## config.mk

```make
export PLATFORM = sky130hd
export DESIGN_NAME = cce
export DESIGN_NICKNAME = d
export VERILOG_FILES = /design/src/cce_pkg.sv /design/src/cce_dir_if.sv /design/src/cce.sv /design/src/cce_ctrl.sv /design/src/cce_dir.sv /design/src/cce_gad.sv /design/src/cce_msg.sv
export SDC_FILE = /design/constraint.sdc
export NUM_CORES = 1
export LEC_CHECK = 0
export BUFFER_PORTS_ARGS = -buffer_cell sky130_fd_sc_hd__buf_2
export CELL_PAD_IN_SITES_DETAIL_PLACEMENT = 0
export CELL_PAD_IN_SITES_GLOBAL_PLACEMENT = 1
export CORE_MARGIN = 10
export CORE_UTILIZATION = 35
export CTS_CLUSTER_SIZE = 28
export DETAILED_ROUTE_END_ITERATION = 8
export HOLD_SLACK_MARGIN = 0.06
export MAX_ROUTING_LAYER = met4
export PLACE_DENSITY = 0.61
export SLEW_MARGIN = 10
export SYNTH_ARGS = -nofsm -noshare
export SYNTH_HDL_FRONTEND = slang
export SYNTH_SLANG_ARGS = --single-unit
```

## constraint.sdc

```tcl
create_clock -name clk_i -period 5.05 [get_ports clk_i]
set_clock_uncertainty 0.15 [all_clocks]
set_input_delay 1.01 -clock clk_i [delete_from_list [all_inputs] [get_ports clk_i]]
set_output_delay 1.01 -clock clk_i [all_outputs]
set_load 0.05 [all_outputs]
```

## src/cce_pkg.sv

```systemverilog
// Shared types and default geometry for the cache coherence engine.
// Import into module bodies; use scoped names in module headers.

package cce_pkg;

  // Default system geometry, overridable per instance through module parameters
  parameter int NUM_LCE     = 4;
  parameter int LCE_ASSOC   = 2;
  parameter int LCE_SETS    = 8;
  parameter int PADDR_WIDTH = 16;
  parameter int BLOCK_BYTES = 8;

  // MESI state as kept in the directory and sent to the LCEs
  typedef enum logic [1:0] {
    e_coh_i = 2'b00,
    e_coh_s = 2'b01,
    e_coh_e = 2'b10,
    e_coh_m = 2'b11
  } coh_state_e;

  typedef enum logic {
    e_cmd_inv       = 1'b0,
    e_cmd_set_state = 1'b1
  } lce_cmd_type_e;

endpackage

```

## src/cce_dir_if.sv

```systemverilog
// Directory access bundle between the CCE control FSM, the directory,
// the GAD logic and the message unit.

`timescale 1ns/1ps

interface cce_dir_if #(
  parameter int num_lce_p   = cce_pkg::NUM_LCE,
  parameter int lce_assoc_p = cce_pkg::LCE_ASSOC,
  parameter int lce_sets_p  = cce_pkg::LCE_SETS
);
  import cce_pkg::*;

  localparam int lce_id_width = (num_lce_p > 1) ? $clog2(num_lce_p) : 1;
  localparam int way_width    = (lce_assoc_p > 1) ? $clog2(lce_assoc_p) : 1;
  localparam int set_width    = (lce_sets_p > 1) ? $clog2(lce_sets_p) : 1;
  localparam int offset_width = $clog2(BLOCK_BYTES);
  localparam int tag_width    = PADDR_WIDTH - set_width - offset_width;

  // Read request
  logic                 r_v;
  logic [set_width-1:0] set;
  logic [tag_width-1:0] tag;

  // Write request, requester entry plus sharer updates
  logic                    w_v;
  logic [lce_id_width-1:0] w_lce;
  logic [way_width-1:0]    w_way;
  coh_state_e              w_state;
  logic [num_lce_p-1:0]    inv_mask;
  logic [num_lce_p-1:0]    down_mask;

  // Registered lookup results
  logic                                sharers_v;
  logic [num_lce_p-1:0]                sharers_hits;
  logic [num_lce_p-1:0][way_width-1:0] sharers_ways;
  coh_state_e [num_lce_p-1:0]          sharers_states;

  modport ctrl (
    output r_v, set, tag, w_v, w_lce, w_way, w_state, inv_mask, down_mask,
    input  sharers_v
  );

  modport dir (
    input  r_v, set, tag, w_v, w_lce, w_way, w_state, inv_mask, down_mask,
    output sharers_v, sharers_hits, sharers_ways, sharers_states
  );

  modport gad (
    input sharers_v, sharers_hits, sharers_ways, sharers_states
  );

endinterface

```

## src/cce.sv

```systemverilog
// Cache coherence engine top level. Serves one LCE request at a time:
// directory lookup, sharer commands, optional memory read, then set-state.
// Inbound ports are valid->yumi, outbound ports are ready&valid.

`timescale 1ns/1ps

module cce #(
  parameter int num_lce_p   = cce_pkg::NUM_LCE,
  parameter int lce_assoc_p = cce_pkg::LCE_ASSOC,
  parameter int lce_sets_p  = cce_pkg::LCE_SETS,
  localparam int lce_id_width = (num_lce_p > 1) ? $clog2(num_lce_p) : 1,
  localparam int way_width    = (lce_assoc_p > 1) ? $clog2(lce_assoc_p) : 1
) (
  input  logic                             clk_i,
  input  logic                             arst_n_i,

  input  logic                             lce_req_v_i,
  input  logic [lce_id_width-1:0]          lce_req_lce_i,
  input  logic [cce_pkg::PADDR_WIDTH-1:0]  lce_req_addr_i,
  input  logic                             lce_req_write_i,
  input  logic [way_width-1:0]             lce_req_lru_way_i,
  output logic                             lce_req_yumi_o,

  output logic                             lce_cmd_v_o,
  output cce_pkg::lce_cmd_type_e           lce_cmd_type_o,
  output logic [lce_id_width-1:0]          lce_cmd_lce_o,
  output logic [cce_pkg::PADDR_WIDTH-1:0]  lce_cmd_addr_o,
  output logic [way_width-1:0]             lce_cmd_way_o,
  output cce_pkg::coh_state_e              lce_cmd_state_o,
  input  logic                             lce_cmd_ready_i,

  output logic                             mem_cmd_v_o,
  output logic [cce_pkg::PADDR_WIDTH-1:0]  mem_cmd_addr_o,
  input  logic                             mem_cmd_ready_i,
  input  logic                             mem_resp_v_i,
  output logic                             mem_resp_yumi_o
);
  import cce_pkg::*;

  logic                    req_hit, req_write, msg_start, need_mem, msg_done;
  logic [way_width-1:0]    req_way, req_lru_way;
  logic [lce_id_width-1:0] req_lce;
  logic [PADDR_WIDTH-1:0]  req_addr;
  logic [num_lce_p-1:0]    inv_mask, down_mask;
  coh_state_e              next_state;

  cce_dir_if #(
    .num_lce_p(num_lce_p), .lce_assoc_p(lce_assoc_p), .lce_sets_p(lce_sets_p)
  ) dir_if ();

  cce_ctrl #(
    .num_lce_p(num_lce_p), .lce_assoc_p(lce_assoc_p), .lce_sets_p(lce_sets_p)
  ) u_ctrl (
    .clk_i, .arst_n_i,
    .lce_req_v_i, .lce_req_lce_i, .lce_req_addr_i, .lce_req_write_i,
    .lce_req_lru_way_i, .lce_req_yumi_o,
    .dir_if(dir_if.ctrl),
    .req_hit_i(req_hit), .req_way_i(req_way), .next_state_i(next_state),
    .inv_mask_i(inv_mask), .down_mask_i(down_mask),
    .msg_done_i(msg_done), .msg_start_o(msg_start), .need_mem_o(need_mem),
    .req_lce_o(req_lce), .req_addr_o(req_addr), .req_write_o(req_write),
    .req_lru_way_o(req_lru_way)
  );

  cce_dir #(
    .num_lce_p(num_lce_p), .lce_assoc_p(lce_assoc_p), .lce_sets_p(lce_sets_p)
  ) u_dir (
    .clk_i, .arst_n_i, .dir_if(dir_if.dir)
  );

  cce_gad #(
    .num_lce_p(num_lce_p), .lce_assoc_p(lce_assoc_p), .lce_sets_p(lce_sets_p)
  ) u_gad (
    .dir_if(dir_if.gad),
    .req_lce_i(req_lce), .req_write_i(req_write), .lru_way_i(req_lru_way),
    .req_hit_o(req_hit), .req_way_o(req_way), .next_state_o(next_state),
    .inv_mask_o(inv_mask), .down_mask_o(down_mask)
  );

  cce_msg #(
    .num_lce_p(num_lce_p), .lce_assoc_p(lce_assoc_p), .lce_sets_p(lce_sets_p)
  ) u_msg (
    .clk_i, .arst_n_i, .dir_if(dir_if.gad),
    .msg_start_i(msg_start), .need_mem_i(need_mem),
    .req_lce_i(req_lce), .req_addr_i(req_addr), .req_way_i(req_way),
    .next_state_i(next_state), .inv_mask_i(inv_mask), .down_mask_i(down_mask),
    .msg_done_o(msg_done),
    .lce_cmd_v_o, .lce_cmd_type_o, .lce_cmd_lce_o, .lce_cmd_addr_o,
    .lce_cmd_way_o, .lce_cmd_state_o, .lce_cmd_ready_i,
    .mem_cmd_v_o, .mem_cmd_addr_o, .mem_cmd_ready_i,
    .mem_resp_v_i, .mem_resp_yumi_o
  );

endmodule

```

## src/cce_ctrl.sv

```systemverilog
// Request control FSM. Accepts one LCE request at a time, reads the
// directory, starts the message unit and writes the directory back
// once the requester's set-state command has gone out.

`timescale 1ns/1ps

module cce_ctrl #(
  parameter int num_lce_p   = cce_pkg::NUM_LCE,
  parameter int lce_assoc_p = cce_pkg::LCE_ASSOC,
  parameter int lce_sets_p  = cce_pkg::LCE_SETS,
  localparam int lce_id_width = (num_lce_p > 1) ? $clog2(num_lce_p) : 1,
  localparam int way_width    = (lce_assoc_p > 1) ? $clog2(lce_assoc_p) : 1
) (
  input  logic                             clk_i,
  input  logic                             arst_n_i,
  input  logic                             lce_req_v_i,
  input  logic [lce_id_width-1:0]          lce_req_lce_i,
  input  logic [cce_pkg::PADDR_WIDTH-1:0]  lce_req_addr_i,
  input  logic                             lce_req_write_i,
  input  logic [way_width-1:0]             lce_req_lru_way_i,
  output logic                             lce_req_yumi_o,
  cce_dir_if.ctrl                          dir_if,
  input  logic                             req_hit_i,
  input  logic [way_width-1:0]             req_way_i,
  input  cce_pkg::coh_state_e              next_state_i,
  input  logic [num_lce_p-1:0]             inv_mask_i,
  input  logic [num_lce_p-1:0]             down_mask_i,
  input  logic                             msg_done_i,
  output logic                             msg_start_o,
  output logic                             need_mem_o,
  output logic [lce_id_width-1:0]          req_lce_o,
  output logic [cce_pkg::PADDR_WIDTH-1:0]  req_addr_o,
  output logic                             req_write_o,
  output logic [way_width-1:0]             req_lru_way_o
);
  import cce_pkg::*;

  localparam int set_width    = (lce_sets_p > 1) ? $clog2(lce_sets_p) : 1;
  localparam int offset_width = $clog2(BLOCK_BYTES);
  localparam int tag_width    = PADDR_WIDTH - set_width - offset_width;

  typedef enum logic [1:0] {
    e_idle,
    e_lookup,
    e_message,
    e_update
  } ctrl_state_e;

  ctrl_state_e             state_r;
  logic [lce_id_width-1:0] req_lce_r;
  logic [PADDR_WIDTH-1:0]  req_addr_r;
  logic                    req_write_r;
  logic [way_width-1:0]    req_lru_r;
  logic [PADDR_WIDTH-1:0]  dir_addr;

  assign lce_req_yumi_o = (state_r == e_idle) & lce_req_v_i;

  always_ff @(posedge clk_i or negedge arst_n_i) begin
    if (!arst_n_i) begin
      state_r <= e_idle;
    end else begin
      case (state_r)
        e_idle: begin
          if (lce_req_v_i) begin
            state_r <= e_lookup;
          end
        end
        e_lookup: begin
          if (dir_if.sharers_v) begin
            state_r <= e_message;
          end
        end
        e_message: begin
          if (msg_done_i) begin
            state_r <= e_update;
          end
        end
        default: state_r <= e_idle;
      endcase
    end
  end

  // Request register
  always_ff @(posedge clk_i) begin
    if (lce_req_yumi_o) begin
      req_lce_r   <= lce_req_lce_i;
      req_addr_r  <= lce_req_addr_i;
      req_write_r <= lce_req_write_i;
      req_lru_r   <= lce_req_lru_way_i;
    end
  end

  // Read uses the live request, the later write uses the captured one
  assign dir_addr = (state_r == e_idle) ? lce_req_addr_i : req_addr_r;

  assign dir_if.r_v       = lce_req_yumi_o;
  assign dir_if.set       = dir_addr[offset_width +: set_width];
  assign dir_if.tag       = dir_addr[PADDR_WIDTH-1 -: tag_width];
  assign dir_if.w_v       = (state_r == e_update);
  assign dir_if.w_lce     = req_lce_r;
  assign dir_if.w_way     = req_way_i;
  assign dir_if.w_state   = next_state_i;
  assign dir_if.inv_mask  = inv_mask_i;
  assign dir_if.down_mask = down_mask_i;

  assign msg_start_o = (state_r == e_lookup) & dir_if.sharers_v;
  assign need_mem_o  = ~req_hit_i;

  assign req_lce_o     = req_lce_r;
  assign req_addr_o    = req_addr_r;
  assign req_write_o   = req_write_r;
  assign req_lru_way_o = req_lru_r;

endmodule

```

## src/cce_dir.sv

```systemverilog
// Coherence directory. Holds tag and state per LCE, set and way, and
// returns the sharers of a block one cycle after a read request.
// A write updates the requester entry and applies invalidates/downgrades.

`timescale 1ns/1ps

module cce_dir #(
  parameter int num_lce_p   = cce_pkg::NUM_LCE,
  parameter int lce_assoc_p = cce_pkg::LCE_ASSOC,
  parameter int lce_sets_p  = cce_pkg::LCE_SETS
) (
  input logic      clk_i,
  input logic      arst_n_i,
  cce_dir_if.dir   dir_if
);
  import cce_pkg::*;

  localparam int way_width    = (lce_assoc_p > 1) ? $clog2(lce_assoc_p) : 1;
  localparam int set_width    = (lce_sets_p > 1) ? $clog2(lce_sets_p) : 1;
  localparam int offset_width = $clog2(BLOCK_BYTES);
  localparam int tag_width    = PADDR_WIDTH - set_width - offset_width;

  logic [tag_width-1:0] tag_r   [num_lce_p][lce_sets_p][lce_assoc_p];
  coh_state_e           state_r [num_lce_p][lce_sets_p][lce_assoc_p];

  logic                                sharers_v_r;
  logic [num_lce_p-1:0]                hits_r, hits_n;
  logic [num_lce_p-1:0][way_width-1:0] ways_r, ways_n;
  coh_state_e [num_lce_p-1:0]          states_r, states_n;

  // Tag match per LCE, lowest matching way wins
  always_comb begin
    for (int l = 0; l < num_lce_p; l++) begin
      hits_n[l]   = 1'b0;
      ways_n[l]   = '0;
      states_n[l] = e_coh_i;
      for (int w = lce_assoc_p - 1; w >= 0; w--) begin
        if (state_r[l][dir_if.set][w] != e_coh_i && tag_r[l][dir_if.set][w] == dir_if.tag) begin
          hits_n[l]   = 1'b1;
          ways_n[l]   = way_width'(w);
          states_n[l] = state_r[l][dir_if.set][w];
        end
      end
    end
  end

  always_ff @(posedge clk_i or negedge arst_n_i) begin
    if (!arst_n_i) begin
      sharers_v_r <= 1'b0;
    end else begin
      sharers_v_r <= dir_if.r_v;
    end
  end

  always_ff @(posedge clk_i) begin
    if (dir_if.r_v) begin
      hits_r   <= hits_n;
      ways_r   <= ways_n;
      states_r <= states_n;
    end
  end

  always_ff @(posedge clk_i or negedge arst_n_i) begin
    if (!arst_n_i) begin
      state_r <= '{default: e_coh_i};
    end else if (dir_if.w_v) begin
      // Sharer updates use the ways found by the last lookup
      for (int l = 0; l < num_lce_p; l++) begin
        if (dir_if.inv_mask[l]) begin
          state_r[l][dir_if.set][ways_r[l]] <= e_coh_i;
        end else if (dir_if.down_mask[l]) begin
          state_r[l][dir_if.set][ways_r[l]] <= e_coh_s;
        end
      end
      state_r[dir_if.w_lce][dir_if.set][dir_if.w_way] <= dir_if.w_state;
    end
  end

  always_ff @(posedge clk_i) begin
    if (dir_if.w_v) begin
      tag_r[dir_if.w_lce][dir_if.set][dir_if.w_way] <= dir_if.tag;
    end
  end

  assign dir_if.sharers_v      = sharers_v_r;
  assign dir_if.sharers_hits   = hits_r;
  assign dir_if.sharers_ways   = ways_r;
  assign dir_if.sharers_states = states_r;

endmodule

```

## src/cce_gad.sv

```systemverilog
// Sharer analysis. Combinational on the registered directory lookup;
// decides which other LCEs are invalidated or downgraded, the requester's
// next state and whether the requester already holds the block.

`timescale 1ns/1ps

module cce_gad #(
  parameter int num_lce_p   = cce_pkg::NUM_LCE,
  parameter int lce_assoc_p = cce_pkg::LCE_ASSOC,
  parameter int lce_sets_p  = cce_pkg::LCE_SETS,
  localparam int lce_id_width = (num_lce_p > 1) ? $clog2(num_lce_p) : 1,
  localparam int way_width    = (lce_assoc_p > 1) ? $clog2(lce_assoc_p) : 1
) (
  cce_dir_if.gad                  dir_if,
  input  logic [lce_id_width-1:0] req_lce_i,
  input  logic                    req_write_i,
  input  logic [way_width-1:0]    lru_way_i,
  output logic                    req_hit_o,
  output logic [way_width-1:0]    req_way_o,
  output cce_pkg::coh_state_e     next_state_o,
  output logic [num_lce_p-1:0]    inv_mask_o,
  output logic [num_lce_p-1:0]    down_mask_o
);
  import cce_pkg::*;

  logic [num_lce_p-1:0] others;
  logic [num_lce_p-1:0] remaining;

  always_comb begin
    others = dir_if.sharers_hits;
    others[req_lce_i] = 1'b0;
    for (int l = 0; l < num_lce_p; l++) begin
      // M holders lose the block on any request since there is no data transfer
      inv_mask_o[l]  = others[l] & (req_write_i | dir_if.sharers_states[l] == e_coh_m);
      down_mask_o[l] = others[l] & ~req_write_i & (dir_if.sharers_states[l] == e_coh_e);
    end
  end

  // Holders still valid once the invalidates are done
  assign remaining = others & ~inv_mask_o;

  assign req_hit_o = dir_if.sharers_hits[req_lce_i];
  assign req_way_o = req_hit_o ? dir_if.sharers_ways[req_lce_i] : lru_way_i;

  always_comb begin
    if (req_write_i) begin
      next_state_o = e_coh_m;
    end else if (|remaining) begin
      next_state_o = e_coh_s;
    end else begin
      next_state_o = e_coh_e;
    end
  end

endmodule

```

## src/cce_msg.sv

```systemverilog
// Message unit. Started once per request by the control FSM; sends the
// sharer commands in ascending LCE order, then the memory read if needed,
// then the requester's set-state command, and pulses msg_done_o.

`timescale 1ns/1ps

module cce_msg #(
  parameter int num_lce_p   = cce_pkg::NUM_LCE,
  parameter int lce_assoc_p = cce_pkg::LCE_ASSOC,
  parameter int lce_sets_p  = cce_pkg::LCE_SETS,
  localparam int lce_id_width = (num_lce_p > 1) ? $clog2(num_lce_p) : 1,
  localparam int way_width    = (lce_assoc_p > 1) ? $clog2(lce_assoc_p) : 1
) (
  input  logic                             clk_i,
  input  logic                             arst_n_i,
  cce_dir_if.gad                           dir_if,
  input  logic                             msg_start_i,
  input  logic                             need_mem_i,
  input  logic [lce_id_width-1:0]          req_lce_i,
  input  logic [cce_pkg::PADDR_WIDTH-1:0]  req_addr_i,
  input  logic [way_width-1:0]             req_way_i,
  input  cce_pkg::coh_state_e              next_state_i,
  input  logic [num_lce_p-1:0]             inv_mask_i,
  input  logic [num_lce_p-1:0]             down_mask_i,
  output logic                             msg_done_o,
  output logic                             lce_cmd_v_o,
  output cce_pkg::lce_cmd_type_e           lce_cmd_type_o,
  output logic [lce_id_width-1:0]          lce_cmd_lce_o,
  output logic [cce_pkg::PADDR_WIDTH-1:0]  lce_cmd_addr_o,
  output logic [way_width-1:0]             lce_cmd_way_o,
  output cce_pkg::coh_state_e              lce_cmd_state_o,
  input  logic                             lce_cmd_ready_i,
  output logic                             mem_cmd_v_o,
  output logic [cce_pkg::PADDR_WIDTH-1:0]  mem_cmd_addr_o,
  input  logic                             mem_cmd_ready_i,
  input  logic                             mem_resp_v_i,
  output logic                             mem_resp_yumi_o
);
  import cce_pkg::*;

  localparam int offset_width = $clog2(BLOCK_BYTES);

  typedef enum logic [2:0] {
    e_msg_idle,
    e_msg_sharers,
    e_msg_mem_cmd,
    e_msg_mem_resp,
    e_msg_set_state
  } msg_state_e;

  msg_state_e              state_r;
  logic [num_lce_p-1:0]    inv_r, down_r, pend;
  logic                    need_mem_r;
  logic [lce_id_width-1:0] tgt;
  logic [PADDR_WIDTH-1:0]  block_addr;

  assign pend       = inv_r | down_r;
  assign block_addr = {req_addr_i[PADDR_WIDTH-1:offset_width], {offset_width{1'b0}}};

  // Lowest pending LCE goes first
  always_comb begin
    tgt = '0;
    for (int l = num_lce_p - 1; l >= 0; l--) begin
      if (pend[l]) begin
        tgt = lce_id_width'(l);
      end
    end
  end

  always_ff @(posedge clk_i or negedge arst_n_i) begin
    if (!arst_n_i) begin
      state_r    <= e_msg_idle;
      inv_r      <= '0;
      down_r     <= '0;
      need_mem_r <= 1'b0;
    end else begin
      case (state_r)
        e_msg_idle: begin
          if (msg_start_i) begin
            inv_r      <= inv_mask_i;
            down_r     <= down_mask_i;
            need_mem_r <= need_mem_i;
            state_r    <= e_msg_sharers;
          end
        end
        e_msg_sharers: begin
          if (pend == '0) begin
            state_r <= need_mem_r ? e_msg_mem_cmd : e_msg_set_state;
          end else if (lce_cmd_ready_i) begin
            inv_r[tgt]  <= 1'b0;
            down_r[tgt] <= 1'b0;
          end
        end
        e_msg_mem_cmd: begin
          if (mem_cmd_ready_i) begin
            state_r <= e_msg_mem_resp;
          end
        end
        e_msg_mem_resp: begin
          if (mem_resp_v_i) begin
            state_r <= e_msg_set_state;
          end
        end
        e_msg_set_state: begin
          if (lce_cmd_ready_i) begin
            state_r <= e_msg_idle;
          end
        end
        default: state_r <= e_msg_idle;
      endcase
    end
  end

  always_comb begin
    lce_cmd_v_o     = 1'b0;
    lce_cmd_type_o  = e_cmd_set_state;
    lce_cmd_lce_o   = req_lce_i;
    lce_cmd_way_o   = req_way_i;
    lce_cmd_state_o = next_state_i;
    if (state_r == e_msg_sharers) begin
      lce_cmd_v_o   = |pend;
      lce_cmd_lce_o = tgt;
      lce_cmd_way_o = dir_if.sharers_ways[tgt];
      if (inv_r[tgt]) begin
        lce_cmd_type_o  = e_cmd_inv;
        lce_cmd_state_o = e_coh_i;
      end else begin
        lce_cmd_state_o = e_coh_s;
      end
    end else if (state_r == e_msg_set_state) begin
      lce_cmd_v_o = 1'b1;
    end
  end

  assign lce_cmd_addr_o  = block_addr;
  assign mem_cmd_v_o     = (state_r == e_msg_mem_cmd);
  assign mem_cmd_addr_o  = block_addr;
  assign mem_resp_yumi_o = (state_r == e_msg_mem_resp) & mem_resp_v_i;
  assign msg_done_o      = (state_r == e_msg_set_state) & lce_cmd_ready_i;

endmodule

```

==> results.md, run 1 <==
* Worst setup EP type: flip-flop
* Final cell count without fillers at 4423
* CP peak stage delay at 0.84 ns
* Fmax at 0.220 GHz
* Tmin final at 4.54 ns
* Ys async rst share at 0.175
* Gate Count Post-Synth at ~2900
* Routed via count at 24900
* Clock Tree Root: clkbuf_16
* Drc violations at 0
* Drt wl/cell at 25.2 um
* Die W at about 340 um
* Cells after DPL at 4261
* Clock sinks at 816
* Post-CTS Hold Fix Bufs at 0
* Worst EP arrival at roughly 4.8 ns
* Worst path top cell family by delay: simple AND/OR/NAND/NOR gates
* Run status: finished clean
* Top-count cell post-synth: edfxtp_1
* Yosys Warn Count at 0
* Worst hold-check path type: primary input to async pin
* TritonRoute pass-1 iters at 6
* Worst setup SP type: flip-flop
* Row count at roughly 120
* RSZ-0062 raised after global routing: no
* WL final at 112 mm
* Setup Viol. Count Final at 0
* Global-route wire length before repair at 164 mm
* Slew Limit Fails at 0
* Die extent in y at 338 um
* Crit path max fanout at 24
* Yosys top cell by area: edfxtp_1
* Sequential area share after synthesis at 0.672
* CP required at 5.28 ns
* Setup bufs post-CTS at 0
* Post-CTS Resized at 0
* Slew of the pin with the lowest slew margin at 1.26 ns
* Worst-path clk slew at about 0.060 ns
* H-tree Lvls at 3
* Initial antenna violation count at 1
* Pin count of the biggest net entering global routing at 94
* CP max-delay cell: and2_2
* Endpoints failing hold at 0
* Port Buffers at 58
* Maximum vdd drop at ~260 uV
* Critical path, cell by cell: inv_1 -> ha_2 -> buf_4 -> or4b_1 -> and2_2 -> o221ai_1 -> or4_1 -> a21oi_1 -> nand4_1 -> nor3b_1
* Vias per Instance at 5.63
* Avg Cell Area, Syn at 12.4 um2
* Total grt overflow at 0
* CTS tree: done
* Post-Syn Area at 35400 um2
* Synth area leaders: edfxtp_1 (57%), dfrtp_1 (10%), nand2_1 (5.1%)
* Crit path kind: flip-flop to flip-flop
* Clock Path Buffers at 3
* Leak at 14.1 nW
* Top cell type's share of synthesized area at 0.571
* Hpwl dp at 71.2 mm
* Starting Density at 0.353
* Die area at 114000 um2
* CTS Buf Count at 90
* Synthesized flop and latch total at 816
* Antenna viol nets, final at 0
* Sum Neg Setup Slack at 0 ns
* Post-synth EDFFs at between 600 and 700
* 1st-iter DRT viols at about 2400
* Final nets at 3026
* GPL Wtd Cong at 0.887
* MaxCap Viol Count at 0
* Unique masters post-synth at 90
* Layout cell share with drive strength beyond 1 at 0.149
* Rel. slew slack at 0.157
* Most used flip-flop cell after synthesis: edfxtp_1
* PwrDens at 573 nW/um2
* Overall routing resource usage at 0.194
* Core area at 100000 um2
* Clk_lat worst skew at 0.67 ns
* IO Pins at 68
* Top cells by count, synth: edfxtp_1 (673), nand2_1 (477), o21ai_0 (182)
* Vias in the first global route at roughly 24000
* N_diodes at 0
* Layout Area Growth over Synthesis at 15.6%
* Final Cycle Share at 0.899
* Buffers plus inverters on the worst setup path at 2
[logic make-up after synthesis]
kind of cell / synth area share
simple gates: 0.132
flops: 0.672
xor+xnor: 0.0121
mux: 0.0307
fa+ha+maj: 0.00141
buf+inv: 0.0314
compound gates: 0.120
other cells: 0.000106
[layout by cell type, fill, tap and decap left out, types with 18 or more instances in the layout]
| master | instances |
|---|---|
| nor3_1 | 25 |
| o22ai_1 | 75 |
| nor4_1 | 29 |
| buf_4 | 178 |
| nand4_1 | 48 |
| o211ai_1 | 19 |
| o21ai_0 | 182 |
| o221ai_1 | 25 |
| clkbuf_16 | 91 |
| mux2i_1 | 72 |
| nor2_1 | 135 |
| nand3_1 | 174 |
| nand2_1 | 475 |
| a22oi_1 | 26 |
| edfxtp_1 | 673 |
| dfrtp_1 | 143 |
| clkbuf_1 | 20 |
| a32oi_1 | 33 |
| buf_2 | 57 |
| and4_1 | 18 |
| a21o_1 | 20 |
| xnor2_1 | 49 |
| o31ai_1 | 23 |
| a21oi_1 | 114 |
[registers in the layout (all words and copies together) (netlist names)]
register and count:
u_dir.dir_if.sharers_ways 4, u_dir.dir_if.sharers_hits 4, u_ctrl.dir_if.w_lce 2, u_msg.need_mem_r 1
u_dir.state_r 128, u_dir.dir_if.sharers_states 8, u_msg.down_r 4, u_ctrl.state_r 2
u_dir.dir_if.sharers_v 1, u_ctrl.req_lru_way_o 1, u_msg.state_r 3, u_ctrl.req_addr_o 13
u_dir.tag_r 640, u_ctrl.req_write_o 1, u_msg.inv_r 4
[metrics by stage]
| step | hold slack (ns) | utilization | cell area, um2 | total power, mW | setup WS (ns) |
|---|---|---|---|---|---|
| floorplan | 0.292 | - | 35400 | 14.0 | 1.08 |
| global placement | 0.314 | 0.380 | 38100 | 17.0 | 0.511 |
| detailed placement | 0.326 | 0.380 | 38100 | 17.2 | 0.469 |
| CTS | 0.325 | 0.408 | 40900 | 23.6 | 0.540 |
| global route | 0.365 | 0.408 | 40900 | 24.5 | 0.263 |
| finish | 0.323 | 0.408 | 40900 | 23.4 | 0.508 |
[final timing paths]
path | start | endpoint | slack (ns) | depth (start not counted)
min in group clk_i | u_dir.state_r[81] | u_dir.state_r[81] | 0.34 | 2
setup reg to reg | u_ctrl.state_r[1] | u_dir.dir_if.sharers_ways[2] | 0.51 | 10
setup / recovery | u_ctrl.state_r[1] | u_dir.dir_if.sharers_ways[2] | 0.51 | 10
hold reg to reg | u_dir.state_r[81] | u_dir.state_r[81] | 0.34 | 2
max in group asynchronous | arst_n_i | u_dir.state_r[73] | 3.42 | 2
hold / removal | arst_n_i | u_msg.state_r[1] | 0.32 | 1
[worst register-to-register path, cell delays in order, from the launching register on]
cell	delay [ns]
dfrtp_1	0.41
inv_1	0.11
ha_2	0.49
buf_4	0.30
or4b_1	0.28
and2_2	0.84
o221ai_1	0.37
or4_1	0.47
a21oi_1	0.25
nand4_1	0.32
nor3b_1	0.27
[where the power goes]
part	internal, mW	switching (mW)
combinational	2.57	5.52
sequential	8.53	0.421
clock	3.67	2.73
[final cells by class]
cell class | count | area [um2]
fillers | 9401 | 59300
clock inverters | 48 | 438
inverters | 27 | 101
well taps | 1357 | 1700
repair buffers | 250 | 1910
clock buffers | 114 | 2390
multi-input cells | 1811 | 10600
flip-flops and latches | 816 | 23800
[metal layers]
metal	vias to the layer above	GRT usage	share of wire
li1	11100	-	-
met1	12700	0.258	0.44
met2	902	0.308	0.47
met3	180	0.0252	0.061
met4	0	0.0550	0.026
met5	-	-	0
Power figures use the tool's default switching activity.
==> run 2, diff against run 1 <==
--- a/config.mk
+++ b/config.mk
@@ -5,16 +5,18 @@
 export SDC_FILE = /design/constraint.sdc
 export NUM_CORES = 1
 export LEC_CHECK = 0
+export ABC_AREA = 1
 export BUFFER_PORTS_ARGS = -buffer_cell sky130_fd_sc_hd__buf_2
 export CELL_PAD_IN_SITES_DETAIL_PLACEMENT = 0
 export CELL_PAD_IN_SITES_GLOBAL_PLACEMENT = 1
+export CORE_ASPECT_RATIO = 1.25
 export CORE_MARGIN = 10
 export CORE_UTILIZATION = 35
 export CTS_CLUSTER_SIZE = 28
 export DETAILED_ROUTE_END_ITERATION = 8
 export HOLD_SLACK_MARGIN = 0.06
 export MAX_ROUTING_LAYER = met4
-export PLACE_DENSITY = 0.61
+export PLACE_DENSITY = 0.64
 export SLEW_MARGIN = 10
 export SYNTH_ARGS = -nofsm -noshare
 export SYNTH_HDL_FRONTEND = slang
==> results.md, run 2 <==
* Area after DPL at 40600 um2
* Clock sinks at 816
* Global-route wire length before repair at 183 mm
* Worst EP arrival at 3.00 ns
* Endpoints failing hold at 0
* MaxCap Viol Count at 0
* Sequential area share after synthesis at 0.617
* Vias in the first global route at 27900
* Post-Syn Area at between 30000 and 40000 um2
* 1st-iter DRT viols at 2427
* Multi-input logic area at 12700 um2
* Clock Path Buffers at 3
* Max reg flops at 640
* Maximum vdd drop at 328 uV
* Top cells by count, synth: nand2_1 (1667), edfxtp_1 (673), nand3_1 (532)
* Clock Tree Root: clkbuf_16
* Buffers plus inverters on the worst setup path at 4
* Row count at 136
* Top cell type's share of synthesized area at 0.524
* Yosys top cell by area: edfxtp_1
* Die extent in y at 391 um
* Core area at 110000 um2
* Top-count cell post-synth: nand2_1
* Critical path, cell by cell: nand2_1 -> inv_2 -> nor2_1 -> inv_1 -> o221ai_4 -> nor2_1 -> inv_2 -> o21a_1 -> buf_2
* Setup Viol. Count Final at 0
* Final nets at 4268
* Leak at 18.6 nW
* Most common cell after layout, fill and taps aside: nand2_1
* WL final at 123 mm
* Gate Count Post-Synth at 4214
* Mux cell area share after synthesis at 0
* Drt wl/cell at 21.3 um
* Routed via count at 29000
* CTS tree: done
* Die area at 124000 um2
* Most used flip-flop cell after synthesis: edfxtp_1
* M1 GR Usage at 0.250
* PwrDens at 578 nW/um2
* Starting Density at 0.351
* Worst-path clk slew at 0.06 ns
* Compound-Gate Fraction of Synth Area at 0.0535
* Final worst slack at 0.891 ns
* H-tree Lvls at 3
* Synth area leaders: edfxtp_1 (52%), nand2_1 (16%), dfrtp_1 (9.3%)
* GPL Wtd Cong at 0.883
* Ys async rst share at 0.175
* Setup bufs post-CTS at 0
* Hold_ws at around 0.28 ns
* Rel. slew slack at 0.184
* Seq. cell area at 23800 um2
* Fill cells at 11000
* Synthesized flop and latch total at just over 800
* N_diodes at 0
* Drc violations at 0
* RSZ-0062 raised after global routing: no
* Die W at around 320 um
* CP peak stage delay at about 0.56 ns
* Overall routing resource usage at 0.202
* CP max-delay cell: inv_2
* Crit path max fanout at 33
* Pin count of the biggest net entering global routing at 144
* Most frequent cells in the layout: nand2_1 (1665), edfxtp_1 (673), nand3_1 (532)
* Design area at approximately 43000 um2
* Hpwl dp at roughly 77 mm
* Initial antenna violation count at 0
* Fmax at between 0.2 and 0.25 GHz
* Post-CTS Hold Fix Bufs at 0
* Port Buffers at 58
* Pre-CTS WS at 0.889 ns
* Power Total at about 25 mW
* Avg Cell Area, Syn at 9.15 um2
* Post-Synth Simple-Gate Area at 0.270
* FF-to-FF setup slack at 1.10 ns
* Layout Area Growth over Synthesis at 12.6%
* CTS Buf Count at 85
* Worst path top cell family by delay: buffers and inverters
* Yosys Warn Count at 0
* Post-synthesis adder-cell area fraction at 0.00130
* CP required at 3.89 ns
* Crit path kind: flip-flop to output pin
* Post-CTS Resized at 0
* Final Cycle Share at 0.824
* Largest reg by FF count: u_dir.tag_r
* Worst setup SP type: flip-flop
* Worst hold-check path type: primary input to async pin
* Slew of the pin with the lowest slew margin at 1.22 ns
* Global-route layer with the greatest usage: met2
* Clk_lat worst skew at 0.70 ns
* Antenna viol nets, final at 0
* Run status: finished clean
* Vias per Instance at approximately 5.0
* Layout cell share with drive strength beyond 1 at 0.0847
* TritonRoute pass-1 iters at 6
* Total grt overflow at 0
* Grt met3 use at 0.0240
* Met2 Use GR at 0.339
* Main combinational cell family by area after synthesis: simple AND/OR/NAND/NOR gates
* Worst setup EP type: output pin
* Sum Neg Setup Slack at 0 ns
* Tmin final at 4.16 ns
* XOR/XNOR Fraction of Synth Area at 0.00159
* Unique masters post-synth at 45
* IO Pins at 68
* Slew Limit Fails at 0
* Post-synth EDFFs at between 600 and 700
-- run 2: path summary, 6_finish.rpt --
| path | start | to | cells after the start |
|---|---|---|---|
| hold reg to reg | u_msg.down_r[0] | u_msg.down_r[0] | 2 |
| max in group asynchronous | arst_n_i | u_dir.state_r[43] | 2 |
| min in group clk_i | u_msg.down_r[0] | u_msg.down_r[0] | 2 |
| setup reg to reg | u_ctrl.state_r[0] | u_dir.tag_r[2][113] | 12 |
| setup / recovery | u_ctrl.dir_if.w_lce[0] | lce_cmd_state_o[0] | 9 |
| hold / removal | arst_n_i | u_msg.state_r[0] | 2 |
-- run 2: cell families (layout without fill, tap and decap cells) --
logic type | after synthesis | count (layout)
compound gates | 387 | 387
simple gates | 2515 | 2515
xor+xnor | 7 | 7
flops | 816 | 816
fa+ha+maj | 4 | 4
other cells | 1 | 6
buf+inv | 484 | 573
-- run 2: per-stage QoR --
step                      utilization  instances
after floorplan                     -       4219
after CTS                       0.395       5757
after global routing            0.395       5757
after global placement          0.370       5600
final                           0.395       5757
after detailed placement        0.370       5600
-- run 2: worst reg2reg max path, stage by stage, from the launching register on --
cell	delay, ns
dfrtp_1	0.40
inv_1	0.12
ha_2	0.35
inv_8	0.09
nand2_1	0.11
nand2_4	0.11
nor2_8	0.42
inv_2	0.12
nor2_1	0.14
inv_2	0.20
nor2_2	0.40
nand3_1	0.35
inv_1	0.61
-- run 2: area by class of cell --
| type | instances | share of cell area |
|---|---|---|
| Sequential cell | 816 | 0.548 |
| Timing Repair Buffer | 147 | 0.0280 |
| Inverter | 269 | 0.0234 |
| Clock inverter | 54 | 0.0137 |
| Clock buffer | 103 | 0.0518 |
| Tap cell | 1449 | 0.0418 |
| Multi-Input combinational cell | 2919 | 0.293 |
-- run 2: layer usage --
metal | vias to the layer above | wire (um)
met5 | - | 0
met4 | 0 | 3750
met3 | 165 | 5150
met2 | 678 | 61100
met1 | 14100 | 52500
li1 | 14000 | -
-- run 2: power by group --
group	total, mW	internal [mW]	switching, mW
Sequential	8.88	8.56	0.321
Combinational	9.70	2.45	7.24
Clock	6.53	3.75	2.78
==> run 3, diff against run 2 <==
==> constraint.sdc (replaced) <==
create_clock -name clk_i -period 4 [get_ports clk_i]
set_clock_uncertainty 0.15 [all_clocks]
set_input_delay 0.8 -clock clk_i [delete_from_list [all_inputs] [get_ports clk_i]]
set_output_delay 0.8 -clock clk_i [all_outputs]
set_load 0.05 [all_outputs]
==> results.md, run 3 (synthesis results as in run 2) <==
* Clk_lat worst skew at 0.68 ns
* Initial antenna violation count at 0
* Slew Limit Fails at 0
* Routed via count at 29500
* Clock Path Buffers at 3
* Largest reg by FF count: u_dir.tag_r
* CTS tree: done
* Most frequent cells in the layout: nand2_1 (1665), edfxtp_1 (673), nand3_1 (532)
* Final worst slack at approximately 0.12 ns
* Crit path max fanout at 33
* Fill cells at roughly 11000
* Clock sinks at 816
* Hpwl dp at 82.6 mm
* Layout cell share with drive strength beyond 1 at 0.107
* Slew of the pin with the lowest slew margin at 1.04 ns
* Row count at around 140
* Overall routing resource usage at 0.206
* Final cell count without fillers at a little under 6000
* Worst hold-check path type: primary input to flip-flop
* Leak at 19.2 nW
* Worst setup EP type: output pin
* Maximum vdd drop at roughly 420 uV
* H-tree Lvls at 3
* WHS Path Cells at 1
* Worst-path clk slew at 0.06 ns
* CTS Buf Count at 85
* Max reg flops at 640
* Final nets at roughly 4400
* Worst setup endpoint: lce_cmd_state_o[0]
* Pin count of the biggest net entering global routing at 90
* Core area at 110000 um2
* IO Pins at a little under 70
* Most common cell after layout, fill and taps aside: nand2_1
* Tmin final at 3.88 ns
* Worst reg2reg path endpoint: u_dir.dir_if.sharers_ways[2]
* Final Cycle Share at 0.971
* Pre-CTS WS at roughly 0.17 ns
* WL final at 125 mm
* Setup Viol. Count Final at 0
* 1st-iter DRT viols at around 2100
* R2r startpoint: u_ctrl.state_r[0]
* Worst EP arrival at 2.93 ns
* Critical Path Source: u_ctrl.dir_if.w_lce[0]
* Clock Tree Root: clkbuf_16
* CP required at 3.05 ns
* Layout Area Growth over Synthesis at 15.2%
* Cells after DPL at 5710
* Starting Density at 0.351
* TritonRoute pass-1 iters at 7
* Global-route wire length before repair at 186 mm
* Drt wl/cell at around 21 um
* Run status: finished clean
* Power Total at roughly 32 mW
* Endpoints failing hold at 0
* MaxCap Viol Count at 0
* Die W at 317 um
* Total grt overflow at 0
* FF-to-FF setup slack at 0.23 ns
* RSZ-0062 raised after global routing: no
* Die extent in y at about 390 um
* PwrDens at 724 nW/um2
* Vias in the first global route at 28200
* R2r worst-path depth at 16
* Rel. slew slack at 0.307
* Vias per Instance at around 5
* Sum Neg Setup Slack at 0 ns
* GPL Wtd Cong at 0.875
* Worst setup SP type: flip-flop
* Drc violations at 0
* N_diodes at 0
* Fmax at 0.258 GHz
* Crit path kind: flip-flop to output pin
* Port Buffers at 58
* Antenna viol nets, final at 0
* Die area at 124000 um2
run 3: how the worst min path moves through the flow:
| stage | from | endpoint | slack [ns] |
|---|---|---|---|
| after floorplan | u_msg.down_r[1] | u_msg.down_r[1] | 0.30 |
| after global placement | u_msg.down_r[1] | u_msg.down_r[1] | 0.32 |
| after detailed placement | u_msg.down_r[1] | u_msg.down_r[1] | 0.33 |
| after CTS | lce_req_lru_way_i | u_ctrl.req_lru_way_o | 0.1 |
| after global routing | lce_req_lru_way_i | u_ctrl.req_lru_way_o | 0.12 |
| final | lce_req_lru_way_i | u_ctrl.req_lru_way_o | 0.15 |
run 3: area by class of cell:
cell class                 instances  area, um2  share of cell area
multi-input combinational       2919      12700               0.287
timing repair buffer             263       2320              0.0522
clock inverter                    51        494              0.0111
sequential                       816      23800               0.536
inverter                         269       1020              0.0229
clock buffer                     106       2250              0.0506
tap                             1449       1810              0.0408
run 3: report_power, final:
group | total, mW | internal, mW | switching (mW) | leakage, nW
logic | 13.0 | 3.59 | 9.37 | 9.91
registers | 11.2 | 10.8 | 0.403 | 7.98
clock network | 7.98 | 4.48 | 3.50 | 1.34
run 3: through the flow:
step	cell area [um2]	hold WS, ns	utilization
finish	44400	0.149	0.405
global route	44400	0.124	0.405
CTS	44400	0.0970	0.404
detailed placement	41600	0.325	0.379
global placement	41600	0.320	0.379
floorplan	38600	0.303	-
run 3: timing repair:
action	CTS	global route
pin swaps	0	2
hold endpoints to repair	40	0
gates resized for setup	1	0
setup endpoints to repair	2	4
hold buffers	1	0
setup buffers	0	5
run 3: metal layers:
metal | vias up | share of wire | GRT usage
li1 | 14300 | - | -
met1 | 14400 | 0.43 | 0.258
met2 | 670 | 0.50 | 0.348
met3 | 167 | 0.040 | 0.0187
met4 | 0 | 0.030 | 0.0698
met5 | - | 0 | -
run 3: worst max-delay path: stages (launching register included):
cell and delay (ns):
edfxtp_1 0.52, nor2_2 0.21, buf_6 0.29, nor2_1 0.14
a21oi_1 0.26, o221ai_4 0.24, nor2_1 0.17, inv_2 0.06
o21a_1 0.16, buf_2 0.21
